File: src/hw/rv32i_types.sv
package rv32i_types;

    // ######################################
    // Widths and fixed register numbers
    // ######################################

    localparam int xlen = 32;                  // Instruction word width.
    localparam int reg_w = 5;                  // Register number width.
    localparam logic [reg_w-1:0] zero_reg = 5'd0;

    // ######################################
    // Major opcodes
    // ######################################

    typedef enum logic [6:0] {
        op_lui   = 7'b0110111,
        op_auipc = 7'b0010111,
        op_jal   = 7'b1101111,
        op_jalr  = 7'b1100111,
        op_br    = 7'b1100011,
        op_load  = 7'b0000011,
        op_store = 7'b0100011,
        op_imm   = 7'b0010011,                 // Register-immediate arithmetic.
        op_reg   = 7'b0110011                  // Register-register arithmetic.
    } rv32i_opcode;

    // ######################################
    // funct3 encodings
    // ######################################

    typedef enum logic [2:0] {
        beq  = 3'b000,
        bne  = 3'b001,
        blt  = 3'b100,
        bge  = 3'b101,
        bltu = 3'b110,
        bgeu = 3'b111
    } branch_funct3_t;

    typedef enum logic [2:0] {
        lb  = 3'b000,
        lh  = 3'b001,
        lw  = 3'b010,
        lbu = 3'b100,
        lhu = 3'b101
    } load_funct3_t;

    typedef enum logic [2:0] {
        sb = 3'b000,
        sh = 3'b001,
        sw = 3'b010
    } store_funct3_t;

    typedef enum logic [2:0] {
        add  = 3'b000,                         // Also sub, picked by funct7.
        sll  = 3'b001,
        slt  = 3'b010,
        sltu = 3'b011,
        axor = 3'b100,
        sr   = 3'b101,                         // srl or sra, picked by funct7.
        aor  = 3'b110,
        aand = 3'b111
    } arith_funct3_t;

    // ALU op shares funct3 codes, sra and sub sit in the slt slots.
    typedef enum logic [2:0] {
        alu_add = 3'b000,
        alu_sll = 3'b001,
        alu_sra = 3'b010,
        alu_sub = 3'b011,
        alu_xor = 3'b100,
        alu_srl = 3'b101,
        alu_or  = 3'b110,
        alu_and = 3'b111
    } alu_ops;

endpackage : rv32i_types
File: src/hw/ctrl_types.sv
package ctrl_types;
    import rv32i_types::*;

    // ######################################
    // Select widths
    // ######################################

    localparam int pcmux_w = 2;
    localparam int alumux2_w = 3;
    localparam int regfilemux_w = 4;

    // ######################################
    // Datapath mux selects
    // ######################################

    typedef enum logic [pcmux_w-1:0] {
        pcmux_pc_plus4 = 2'b00,
        pcmux_alu_out  = 2'b01,
        pcmux_alu_mod2 = 2'b10                 // Target with bit 0 cleared.
    } pcmux_sel_t;

    typedef enum logic {
        alumux1_rs1_out = 1'b0,
        alumux1_pc_out  = 1'b1
    } alumux1_sel_t;

    typedef enum logic [alumux2_w-1:0] {
        alumux2_i_imm   = 3'd0,
        alumux2_u_imm   = 3'd1,
        alumux2_b_imm   = 3'd2,
        alumux2_s_imm   = 3'd3,
        alumux2_j_imm   = 3'd4,
        alumux2_rs2_out = 3'd5
    } alumux2_sel_t;

    typedef enum logic {
        cmpmux_rs2_out = 1'b0,
        cmpmux_i_imm   = 1'b1
    } cmpmux_sel_t;

    typedef enum logic {
        marmux_pc_out  = 1'b0,
        marmux_alu_out = 1'b1
    } marmux_sel_t;

    typedef enum logic [regfilemux_w-1:0] {
        regfilemux_alu_out  = 4'd0,
        regfilemux_br_en    = 4'd1,            // Comparator result, for slt.
        regfilemux_u_imm    = 4'd2,
        regfilemux_lw       = 4'd3,
        regfilemux_pc_plus4 = 4'd4,
        regfilemux_lb       = 4'd5,
        regfilemux_lbu      = 4'd6,
        regfilemux_lh       = 4'd7,
        regfilemux_lhu      = 4'd8
    } regfilemux_sel_t;

    // ######################################
    // Per-stage control words
    // ######################################

    typedef struct packed {
        pcmux_sel_t     pcmux_sel;
        alumux1_sel_t   alumux1_sel;
        alumux2_sel_t   alumux2_sel;
        alu_ops         aluop;
        cmpmux_sel_t    cmpmux_sel;
        branch_funct3_t cmpop;
        logic           is_branch;
    } ctrlex_reg_t;

    typedef struct packed {
        marmux_sel_t marmux_sel;
        logic        dmem_read;
        logic        dmem_write;
        logic [2:0]  funct3;                   // Access width for the memory unit.
    } ctrlmem_reg_t;

    typedef struct packed {
        logic             load_regfile;
        regfilemux_sel_t  regfilemux_sel;
        logic [reg_w-1:0] rd;
        logic [reg_w-1:0] rs1;
        logic [reg_w-1:0] rs2;
    } ctrlwb_reg_t;

    // Payloads of the ID/EX and EX/MEM registers.
    typedef struct packed {
        ctrlex_reg_t  ex;
        ctrlmem_reg_t mem;
        ctrlwb_reg_t  wb;
    } ex_stage_t;

    typedef struct packed {
        ctrlmem_reg_t mem;
        ctrlwb_reg_t  wb;
    } mem_stage_t;

endpackage : ctrl_types

File: src/hw/ctrl_pipeline.sv
`timescale 1ns/1ns

module ctrl_pipeline
    import rv32i_types::*;
    import ctrl_types::*;
(
    input  logic            clk,
    input  logic            reset,

    input  logic [xlen-1:0] instr,
    input  logic            instr_valid,
    input  logic            branch_taken,

    output logic            stall,
    output logic            imem_read,

    output logic            ex_valid,
    output ctrlex_reg_t     ctrlex,

    output logic            mem_valid,
    output ctrlmem_reg_t    ctrlmem,
    output logic            dmem_read,
    output logic            dmem_write,

    output logic            wb_valid,
    output ctrlwb_reg_t     ctrlwb
);

    rv32i_opcode      opcode;
    logic [2:0]       funct3;
    logic [6:0]       funct7;
    logic [reg_w-1:0] rd;
    logic [reg_w-1:0] rs1;
    logic [reg_w-1:0] rs2;

    ctrlex_reg_t  dec_ex;
    ctrlmem_reg_t dec_mem;
    ctrlwb_reg_t  dec_wb;
    ex_stage_t    id_ex;
    ex_stage_t    ex_q;
    mem_stage_t   ex_mem;
    mem_stage_t   mem_q;
    logic         bubble;

    // ######################################
    // Decode
    // ######################################

    assign opcode = rv32i_opcode'(instr[6:0]);
    assign rd     = instr[11:7];
    assign funct3 = instr[14:12];
    assign rs1    = instr[19:15];
    assign rs2    = instr[24:20];
    assign funct7 = instr[31:25];

    ctrl_word i_ctrl_word (
        .opcode  (opcode),
        .funct3  (funct3),
        .funct7  (funct7),
        .rd_in   (rd),
        .rs1_in  (rs1),
        .rs2_in  (rs2),
        .ctrlex  (dec_ex),
        .ctrlmem (dec_mem),
        .ctrlwb  (dec_wb)
    );

    assign id_ex = '{ex: dec_ex, mem: dec_mem, wb: dec_wb};

    hazard_unit i_hazard_unit (
        .opcode       (opcode),
        .rs1          (rs1),
        .rs2          (rs2),
        .ex_valid     (ex_valid),
        .ex_load      (ex_q.mem.dmem_read),
        .ex_rd        (ex_q.wb.rd),
        .branch_taken (branch_taken),
        .stall        (stall),
        .bubble       (bubble)
    );

    assign imem_read = ~stall;                 // Fetch holds while stalled.

    // ######################################
    // Stage registers
    // ######################################

    stage_reg #(.payload_t(ex_stage_t)) i_ex_reg (
        .clk(clk), .reset(reset), .hold(1'b0), .flush(bubble),
        .valid_in(instr_valid), .data_in(id_ex), .valid(ex_valid), .data(ex_q)
    );

    assign ctrlex = ex_q.ex;
    assign ex_mem = '{mem: ex_q.mem, wb: ex_q.wb};

    stage_reg #(.payload_t(mem_stage_t)) i_mem_reg (
        .clk(clk), .reset(reset), .hold(1'b0), .flush(1'b0),
        .valid_in(ex_valid), .data_in(ex_mem), .valid(mem_valid), .data(mem_q)
    );

    assign ctrlmem = mem_q.mem;
    assign dmem_read = mem_valid && mem_q.mem.dmem_read;     // No access for bubbles.
    assign dmem_write = mem_valid && mem_q.mem.dmem_write;

    stage_reg #(.payload_t(ctrlwb_reg_t)) i_wb_reg (
        .clk(clk), .reset(reset), .hold(1'b0), .flush(1'b0),
        .valid_in(mem_valid), .data_in(mem_q.wb), .valid(wb_valid), .data(ctrlwb)
    );

endmodule : ctrl_pipeline

File: src/hw/hazard_unit.sv
`timescale 1ns/1ns

module hazard_unit
    import rv32i_types::*;
(
    input  rv32i_opcode      opcode,           // Decode instruction.
    input  logic [reg_w-1:0] rs1,
    input  logic [reg_w-1:0] rs2,

    input  logic             ex_valid,
    input  logic             ex_load,
    input  logic [reg_w-1:0] ex_rd,

    input  logic             branch_taken,

    output logic             stall,
    output logic             bubble
);

    logic uses_rs1;
    logic uses_rs2;
    logic load_in_ex;
    logic rs1_hit;
    logic rs2_hit;

    // Which source fields the decode instruction really reads.
    always_comb begin
        uses_rs1 = 1'b0;
        uses_rs2 = 1'b0;
        case (opcode)
            op_jalr, op_load, op_imm: begin
                uses_rs1 = 1'b1;
            end
            op_br, op_store, op_reg: begin
                uses_rs1 = 1'b1;
                uses_rs2 = 1'b1;
            end
            default: begin
                // lui, auipc and jal have no sources.
            end
        endcase
    end

    // x0 never carries a dependency.
    assign load_in_ex = ex_valid && ex_load && (ex_rd != zero_reg);

    assign rs1_hit = uses_rs1 && (rs1 == ex_rd);
    assign rs2_hit = uses_rs2 && (rs2 == ex_rd);

    assign stall = load_in_ex && (rs1_hit || rs2_hit);
    assign bubble = stall || branch_taken;     // Kills the entry entering EX.

endmodule : hazard_unit

File: src/hw/stage_reg.sv
`timescale 1ns/1ns

module stage_reg #(
    parameter type payload_t = logic
) (
    input  logic     clk,
    input  logic     reset,
    input  logic     hold,
    input  logic     flush,
    input  logic     valid_in,
    input  payload_t data_in,

    output logic     valid,
    output payload_t data
);

    // ######################################
    // Valid tag
    // ######################################

    always_ff @(posedge clk) begin
        if (reset || flush) begin
            valid <= 1'b0;                     // Bubble.
        end
        else if (!hold) begin
            valid <= valid_in;
        end
    end

    // ######################################
    // Payload
    // ######################################

    // Loaded even for bubbles, valid alone tells them apart.
    always_ff @(posedge clk) begin
        if (!hold) begin
            data <= data_in;
        end
    end

endmodule : stage_reg

File: src/hw/ctrl_word.sv
`timescale 1ns/1ns

module ctrl_word
    import rv32i_types::*;
    import ctrl_types::*;
(
    input  rv32i_opcode      opcode,
    input  logic [2:0]       funct3,
    input  logic [6:0]       funct7,
    input  logic [reg_w-1:0] rd_in,
    input  logic [reg_w-1:0] rs1_in,
    input  logic [reg_w-1:0] rs2_in,

    output ctrlex_reg_t      ctrlex,
    output ctrlmem_reg_t     ctrlmem,
    output ctrlwb_reg_t      ctrlwb
);

    arith_funct3_t arith_f3;
    load_funct3_t  load_f3;

    assign arith_f3 = arith_funct3_t'(funct3);
    assign load_f3 = load_funct3_t'(funct3);

    always_comb begin
        // Defaults.
        ctrlex.pcmux_sel   = pcmux_pc_plus4;
        ctrlex.alumux1_sel = alumux1_rs1_out;
        ctrlex.alumux2_sel = alumux2_i_imm;
        ctrlex.aluop       = alu_add;
        ctrlex.cmpmux_sel  = cmpmux_rs2_out;
        ctrlex.cmpop       = branch_funct3_t'(funct3);
        ctrlex.is_branch   = 1'b0;

        ctrlmem.marmux_sel = marmux_pc_out;
        ctrlmem.dmem_read  = 1'b0;
        ctrlmem.dmem_write = 1'b0;
        ctrlmem.funct3     = funct3;

        ctrlwb.load_regfile   = 1'b0;
        ctrlwb.regfilemux_sel = regfilemux_alu_out;
        ctrlwb.rd             = rd_in;
        ctrlwb.rs1            = rs1_in;
        ctrlwb.rs2            = rs2_in;

        case (opcode)
            op_lui: begin
                ctrlwb.load_regfile   = 1'b1;
                ctrlwb.regfilemux_sel = regfilemux_u_imm;
            end

            op_auipc: begin
                ctrlex.alumux1_sel  = alumux1_pc_out;
                ctrlex.alumux2_sel  = alumux2_u_imm;
                ctrlwb.load_regfile = 1'b1;
            end

            op_jal: begin
                ctrlex.pcmux_sel      = pcmux_alu_out;
                ctrlex.alumux1_sel    = alumux1_pc_out;
                ctrlex.alumux2_sel    = alumux2_j_imm;
                ctrlwb.load_regfile   = 1'b1;
                ctrlwb.regfilemux_sel = regfilemux_pc_plus4;
            end

            op_jalr: begin
                ctrlex.pcmux_sel      = pcmux_alu_mod2;   // rs1 + i_imm.
                ctrlwb.load_regfile   = 1'b1;
                ctrlwb.regfilemux_sel = regfilemux_pc_plus4;
            end

            op_br: begin
                ctrlex.alumux1_sel = alumux1_pc_out;      // Target is pc + b_imm.
                ctrlex.alumux2_sel = alumux2_b_imm;
                ctrlex.is_branch   = 1'b1;
            end

            op_load: begin
                ctrlmem.marmux_sel = marmux_alu_out;
                ctrlmem.dmem_read  = 1'b1;
                ctrlwb.load_regfile = 1'b1;
                case (load_f3)
                    lb:      ctrlwb.regfilemux_sel = regfilemux_lb;
                    lbu:     ctrlwb.regfilemux_sel = regfilemux_lbu;
                    lh:      ctrlwb.regfilemux_sel = regfilemux_lh;
                    lhu:     ctrlwb.regfilemux_sel = regfilemux_lhu;
                    lw:      ctrlwb.regfilemux_sel = regfilemux_lw;
                    default: ctrlwb.load_regfile = 1'b0;  // Reserved width.
                endcase
            end

            op_store: begin
                ctrlex.alumux2_sel = alumux2_s_imm;
                ctrlmem.marmux_sel = marmux_alu_out;
                ctrlmem.dmem_write = 1'b1;
            end

            op_imm: begin
                ctrlwb.load_regfile = 1'b1;
                case (arith_f3)
                    slt: begin
                        ctrlwb.regfilemux_sel = regfilemux_br_en;
                        ctrlex.cmpmux_sel     = cmpmux_i_imm;
                        ctrlex.cmpop          = blt;
                    end
                    sltu: begin
                        ctrlwb.regfilemux_sel = regfilemux_br_en;
                        ctrlex.cmpmux_sel     = cmpmux_i_imm;
                        ctrlex.cmpop          = bltu;
                    end
                    sr: begin
                        ctrlex.aluop = funct7[5] ? alu_sra : alu_srl;
                    end
                    default: begin
                        ctrlex.aluop = alu_ops'(funct3);  // addi has no sub form.
                    end
                endcase
            end

            op_reg: begin
                ctrlwb.load_regfile = 1'b1;
                ctrlex.alumux2_sel  = alumux2_rs2_out;
                case (arith_f3)
                    add: begin
                        ctrlex.aluop = funct7[5] ? alu_sub : alu_add;
                    end
                    slt: begin
                        ctrlwb.regfilemux_sel = regfilemux_br_en;
                        ctrlex.cmpop          = blt;
                    end
                    sltu: begin
                        ctrlwb.regfilemux_sel = regfilemux_br_en;
                        ctrlex.cmpop          = bltu;
                    end
                    sr: begin
                        ctrlex.aluop = funct7[5] ? alu_sra : alu_srl;
                    end
                    default: begin
                        ctrlex.aluop = alu_ops'(funct3);
                    end
                endcase
            end

            default: begin
                // Unknown opcode keeps the defaults and writes nothing.
            end
        endcase
    end

endmodule : ctrl_word

File: config.mk
export PLATFORM = sky130hd
export DESIGN_NAME = ctrl_pipeline
export DESIGN_NICKNAME = d
export VERILOG_FILES = /design/src/hw/rv32i_types.sv /design/src/hw/ctrl_types.sv /design/src/hw/ctrl_pipeline.sv /design/src/hw/hazard_unit.sv /design/src/hw/stage_reg.sv /design/src/hw/ctrl_word.sv
export SDC_FILE = /design/constraint.sdc
export NUM_CORES = 1
export LEC_CHECK = 0
export BUFFER_PORTS_ARGS = -buffer_cell sky130_fd_sc_hd__buf_4
export CAP_MARGIN = 25
export CORE_MARGIN = 2
export CORE_UTILIZATION = 45
export CTS_CLUSTER_SIZE = 20
export DETAILED_ROUTE_END_ITERATION = 7
export PLACE_DENSITY = 0.7
export SYNTH_ARGS = -nofsm -noshare
export SYNTH_HDL_FRONTEND = slang
export SYNTH_SLANG_ARGS = --single-unit
File: constraint.sdc
create_clock -name clk -period 1.7 [get_ports clk]
set_input_delay 0.34 -clock clk [delete_from_list [all_inputs] [get_ports clk]]
set_output_delay 0.34 -clock clk [all_outputs]
set_load 0.005 [all_outputs]
## Word-level counts from Yosys, hierarchy flattened

Index checks and enable logic that the tools add are counted.

| word-level totals | value |
|---|---|
| output and inout port bits | 47 |
| bits in writable memories | 0 |
| memories kept | 0 |
| latch bits | 0 |
| logic and storage cells | 93 |
| input port bits | 36 |
| ROM bits | 0 |
| register bits | 89 |

| operators by class | value |
|---|---|
| bitwise gates (word level) | 1 |
| eq/ne operators | 16 |
| reduce and logical (&&, ||, !) cells | 21 |
| order comparisons | 0 |
| div/mod/pow operators | 0 |
| multipliers | 0 |
| shift operators | 0 |
| add/subtract/negate cells | 0 |
| multiplexer cells | 22 |

Operators with widths:

| kind | number |
|---|---|
| case mux 3 bit (2 select lines) | 4 |
| == test 7 x 6 -> 1 bit (second input constant) | 3 |
| == test 7 bit (second input constant) | 3 |
| case mux 4 bit (5 select lines) | 1 |
| case mux 4 bit (4 select lines) | 1 |
| case mux 3 bit (5 select lines) | 1 |
| == test 7 x 5 -> 1 bit (second input constant) | 2 |
| OR reduction 6 bit | 2 |
| == test 5 bit | 2 |
| two-way mux 1 bit | 9 |
| case mux 3 bit (3 select lines) | 1 |
| case mux 4 bit (2 select lines) | 1 |
| OR reduction 2 bit | 4 |
| == test 7 x 2 -> 1 bit (second input constant) | 1 |
| logical AND 1 bit | 7 |
| == test 3 x 2 -> 1 bit (second input constant) | 2 |
| == test 3 bit (second input constant) | 2 |
| OR reduction 3 bit | 2 |
| nonzero test 5 bit | 1 |
| OR reduction 5 bit | 1 |
| case mux 2 bit (2 select lines) | 1 |
| == test 3 x 1 -> 1 bit (second input constant) | 1 |
| logical NOT 3 bit | 1 |
| logical OR 1 bit | 3 |
| 4 further kinds | 4 |

## Logic depth before layout (Yosys ltp)

| logic depth | value |
|---|---|
| word-level depth | 8 |
| gate-level depth with buffers | 6 |
| depth with buffers taken out | 5 |

## Cells and area by module

From an unflattened synthesis, not the netlist that was laid out.

| unflattened totals | value |
|---|---|
| cell total of the unflattened synthesis | 213 |
| area total of the unflattened synthesis | 3513.4 sq um |

Modules (own cells, without submodules):

| module | cells an instance | area each (sq um) | seq. area each (sq um) | instances |
|---|---|---|---|---|
| stage_reg (i_ex_reg) | 44 | 1244.9 | 1221.2 | 1 |
| stage_reg (i_mem_reg) | 30 | 824.5 | 800.8 | 1 |
| stage_reg (i_wb_reg) | 24 | 644.4 | 620.6 | 1 |
| ctrl_word | 86 | 593.1 | 0.0 | 1 |
| hazard_unit | 25 | 186.4 | 0.0 | 1 |
| ctrl_pipeline | 4 | 20.0 | 0.0 | 1 |

## Least setup slack after synthesis

OpenSTA, ideal clock, no wires.

| timing | value |
|---|---|
| path kind | input -> output |
| start point | in instr[1] |
| end point | out stall |
| slack | 230 ps |
| stages | 5 |
| buffers on the path | 0 |
| arrival time | 1130 ps |
| cells stage by stage | nand2_2 or2_4 nor4_1 o21ai_2 inv_1 |

| between the ends | value |
|---|---|
| longest elaborated chain between the ends | 6 |
| elaborated cells between the ends (all ways) | 14 |

RTL lines:

| what | line | source |
|---|---|---|
| from (decl) | ctrl_pipeline.sv:10 | `input logic [xlen-1:0] instr,` |
| == test 7 bit (tied with other cells) | hazard_unit.sv:30 | `case (opcode)` |
| OR reduction 6 bit (no line) or OR reduction 3 bit (tied branches) | - |  |
| two-way mux 1 bit | hazard_unit.sv:30 |  |
| logical AND 1 bit, on equally long branches | hazard_unit.sv:47, hazard_unit.sv:48 |  |
| logical OR 1 bit * | hazard_unit.sv:50 | `assign stall = load_in_ex && (rs1_hit \|\| rs2_hit);` |
| logical AND 1 bit * | hazard_unit.sv:50 |  |
| to (decl) | ctrl_pipeline.sv:14 | `output logic stall,` |

Mark *: on every way between the ends. The rest lies on a longest branch, timed or not.

## Final worst setup path

| timing | value |
|---|---|
| start point | reg i_ex_reg.data[13] (netlist name) |
| end point | out stall |

| between the ends | value |
|---|---|
| longest elaborated chain between the ends | 4 |
| elaborated cells between the ends (all ways) | 8 |

RTL lines:

| what | line | source |
|---|---|---|
| from (decl) | stage_reg.sv:14 | `output payload_t data` |
| from (signal assigned) | stage_reg.sv:37 | `data <= data_in;` |
| == test 5 bit, on equally long branches | hazard_unit.sv:47, hazard_unit.sv:48 |  |
| logical AND 1 bit, on equally long branches | hazard_unit.sv:47, hazard_unit.sv:48 |  |
| logical OR 1 bit | hazard_unit.sv:50 |  |
| logical AND 1 bit * | hazard_unit.sv:50 |  |

Marks and branches as above.

==> impl_results.md <==
* Worst setup EP type: primary output
* Startpoint types: flop
* Max Transition Viols Final at 0
* DR iter-0 viols at 49
* Layout cells sized above 1 at a little over two fifths
* Worst Reg-to-Reg Cells at 5
* Max incr delay on CP at 0.52 ns
* Reg area at 1780 sq um
* Outcome: finished, violations left
* Longest Clk Path Bufs at 2
* Post-synth EDFFs at 0
* Vias in the first global route at 1440
* Levels on crit path at 6
* Worst hold path class: input port to flop
* Antenna Cells at 0
* Gr ovfl total at 0
* CTS root buf: clkbuf_8
* Post-synth top area cell: dfxtp_1
* CP required at 1.36 ns
* Cell variety after synth at 35
* Worst-Margin Slew at 0.322 ns
* Reg-to-reg endpoint: i_ex_reg.valid
* Post-Syn Instances at 200
* Via count at between 1500 and 2000
* Vias per cell at 4.34
* H-Tree Depth at 3
* Final Skew at about 0.0056 ns
* Nets at around 310
* Max Cap Viol at 0
* Die W at 78.6 um
* Fmax at just over 500 MHz
* Clk slew on worst S/H paths at 0.09 ns
* Avg WL per Cell at 12.3 um
* Critical path peak fanout at 3
* Static leakage at 0.00148 uW
* Gr usage total at 14.8%
* Die area at 6170 sq um
* R2R Setup Slk at 0.39 ns
* # rows at 27
* Core area at 5440 sq um
* ANT nets after route at 0
* WP data arrival at ~1.7 ns
* DR DRC count at 0
* WL final at 4320 um
* Synth top area share at 71.2%
* HPWL after detailed placement at 3110 um
* Fillers at 463
* Failing checks: negative setup slack
* Clock buffer count from CTS at 9
* R2R Path Start: i_ex_reg.data[13]
* Largest net degree at the start of global routing at 19
* Area growth from synthesis to layout at 32.1%
* Drt first pass iters at 4
* First-pass GRT wire length at 6770 um
* Most frequent cells in the layout: buf_4, dfxtp_1, nand2_1, clkbuf_8, xnor2_1
* Register area share after synthesis at a little under three quarters
* Initial antenna violation count at 0
* Multi-input logic area at ~570 sq um
* Die H at 78.6 um
* Crit path capture: stall
* Post-layout min period at just under 2 ns
* Slowest cell on the critical path: or4_4
* Classification of the worst setup path: flop to primary output
* Hold-fix buffers, CTS at 0
* Buf/Inv on CP at 2
* Post-Syn Area at 2500 sq um
* Worst setup startpoint: i_ex_reg.data[13]
* Core Util, Final at 60.8%
* Yosys warnings at 0
* Most common cell after layout, fill and taps aside: buf_4
* Max-slew headroom at 78.4%
* Mapped Nets at roughly 240
* Top post-synthesis cells by area: dfxtp_1, buf_4, xnor2_1, nand2_1, and2_1
* Hold Worst Slack at about 0.082 ns
* Port Buffers at 76
* Io pins at 83
* Initial Util at 46.0%
* Fin. Hold Viols at 0
* Post-synth ARST share at 0%
* Yosys reg bits at 89
* TritonCTS Sinks at 89
* Global placer's final weighted congestion at 0.756
* Avg Inst Size Synth at 12.5 sq um
* Final WS setup at -0.287 ns
* P per Cell Area at 1140 nW/um^2
* CP top delay family: simple AND/OR/NAND/NOR gates
* Clk Latency, worst-skew pair at 0.35 ns
* CTS tree: yes
* Final cycle utilization of the critical path at 117%
* CP Cell Sequence: or4_4, nor2_4, nor4_2, o21ai_2, inv_1, buf_4
* Setup-failing EPs final at 2
* Peak VDD IR at 0.698 mV
* RSZ-0062 raised after global routing: yes
* Top_reg_cell synth: dfxtp_1
worst register-to-register path, delay by kind of cell, from the launching register on:
family	cells	cell delay (ns)
AOI/OAI and AO/OA	1	0.08
DFF	1	0.34
and+or+nand+nor	4	0.84
kinds of logic (layout without fill, tap and decap cells):
logic type / count (synthesis) / after routing / share of synthesized area [%]
compound gates: 20 / 20 / 5.35
buf+inv: 27 / 107 / 7.10
simple gates: 53 / 53 / 12.5
flops: 89 / 89 / 71.2
xor+xnor: 11 / 11 / 3.85
final cells by class:
class	count	share of cell area, %
Clock inverter	7	2.01
Multi-Input combinational cell	84	17.1
Inverter	2	0.227
Tap cell	72	2.73
Clock buffer	9	3.75
Sequential cell	89	54.0
Timing Repair Buffer	89	20.2
cells in the mapped netlist (2+ instances only):
library cell	count
a31oi_1	2
nor2b_1	4
a21oi_1	5
dfxtp_1	89
and2_1	5
a211oi_1	2
o21ai_0	3
inv_1	2
buf_4	20
nor2_1	8
or2_4	2
xnor2_1	8
nor4_1	2
nor3_1	6
and3_1	3
nand2_1	9
nand2b_1	2
xor2_1	3
nand3_1	3
a21o_1	3
clkbuf_1	4
nand3b_1	2
worst min path at each step:
stage                    endpoint  cells past startpoint              start
2_1_floorplan   i_mem_reg.data[0]                      0   i_ex_reg.data[0]
3_3_place_gp    i_mem_reg.data[8]                      0   i_ex_reg.data[8]
3_5_place_dp   i_mem_reg.data[16]                      0  i_ex_reg.data[16]
4_1_cts         i_ex_reg.data[12]                      1           instr[9]
5_1_grt         i_ex_reg.data[11]                      1           instr[8]
6_report        i_ex_reg.data[12]                      1           instr[9]
sequential cells by signal (all words and copies together), names as in the netlist:
| register | count |
|---|---|
| i_mem_reg.data | 26 |
| i_ex_reg.data | 40 |
| i_wb_reg.valid | 1 |
| i_wb_reg.data | 20 |
| i_mem_reg.valid | 1 |
| i_ex_reg.valid | 1 |
report_power, final:
group / switching, uW / internal [uW] / leakage (uW)
Clock: 787 / 571 / 0.0000922
Sequential: 23.6 / 2160 / 0.000738
Combinational: 98.1 / 136 / 0.000645
repair_timing:
action,in CTS,in global routing
gates resized for setup,2,4
endpoints found under the setup margin,2,2
pin swaps,0,1
cloned,0,0
buffers inserted,1,0
per-stage QoR:
step                TNS, ns  setup WS [ns]  power [uW]  cell area [sq um]  cells
floorplan                 0          0.230        2320               2500    200
global placement          0        0.00167        2460               3080    335
detailed placement  -0.0154        -0.0154        2460               3080    335
CTS                  -0.594         -0.325        3820               3290    352
global route         -0.667         -0.364        3940               3300    352
finish               -0.514         -0.287        3780               3300    352
metal layers:
layer | vias up | global-route usage (%) | share of wire, %
met5 | - | 0 | 0
met4 | 0 | 8.42 | 2.2
met3 | 10 | 4.94 | 5.8
met2 | 51 | 22.2 | 48
met1 | 673 | 18.5 | 44
li1 | 794 | - | -
No activity file was read; power rests on OpenSTA's default activity.
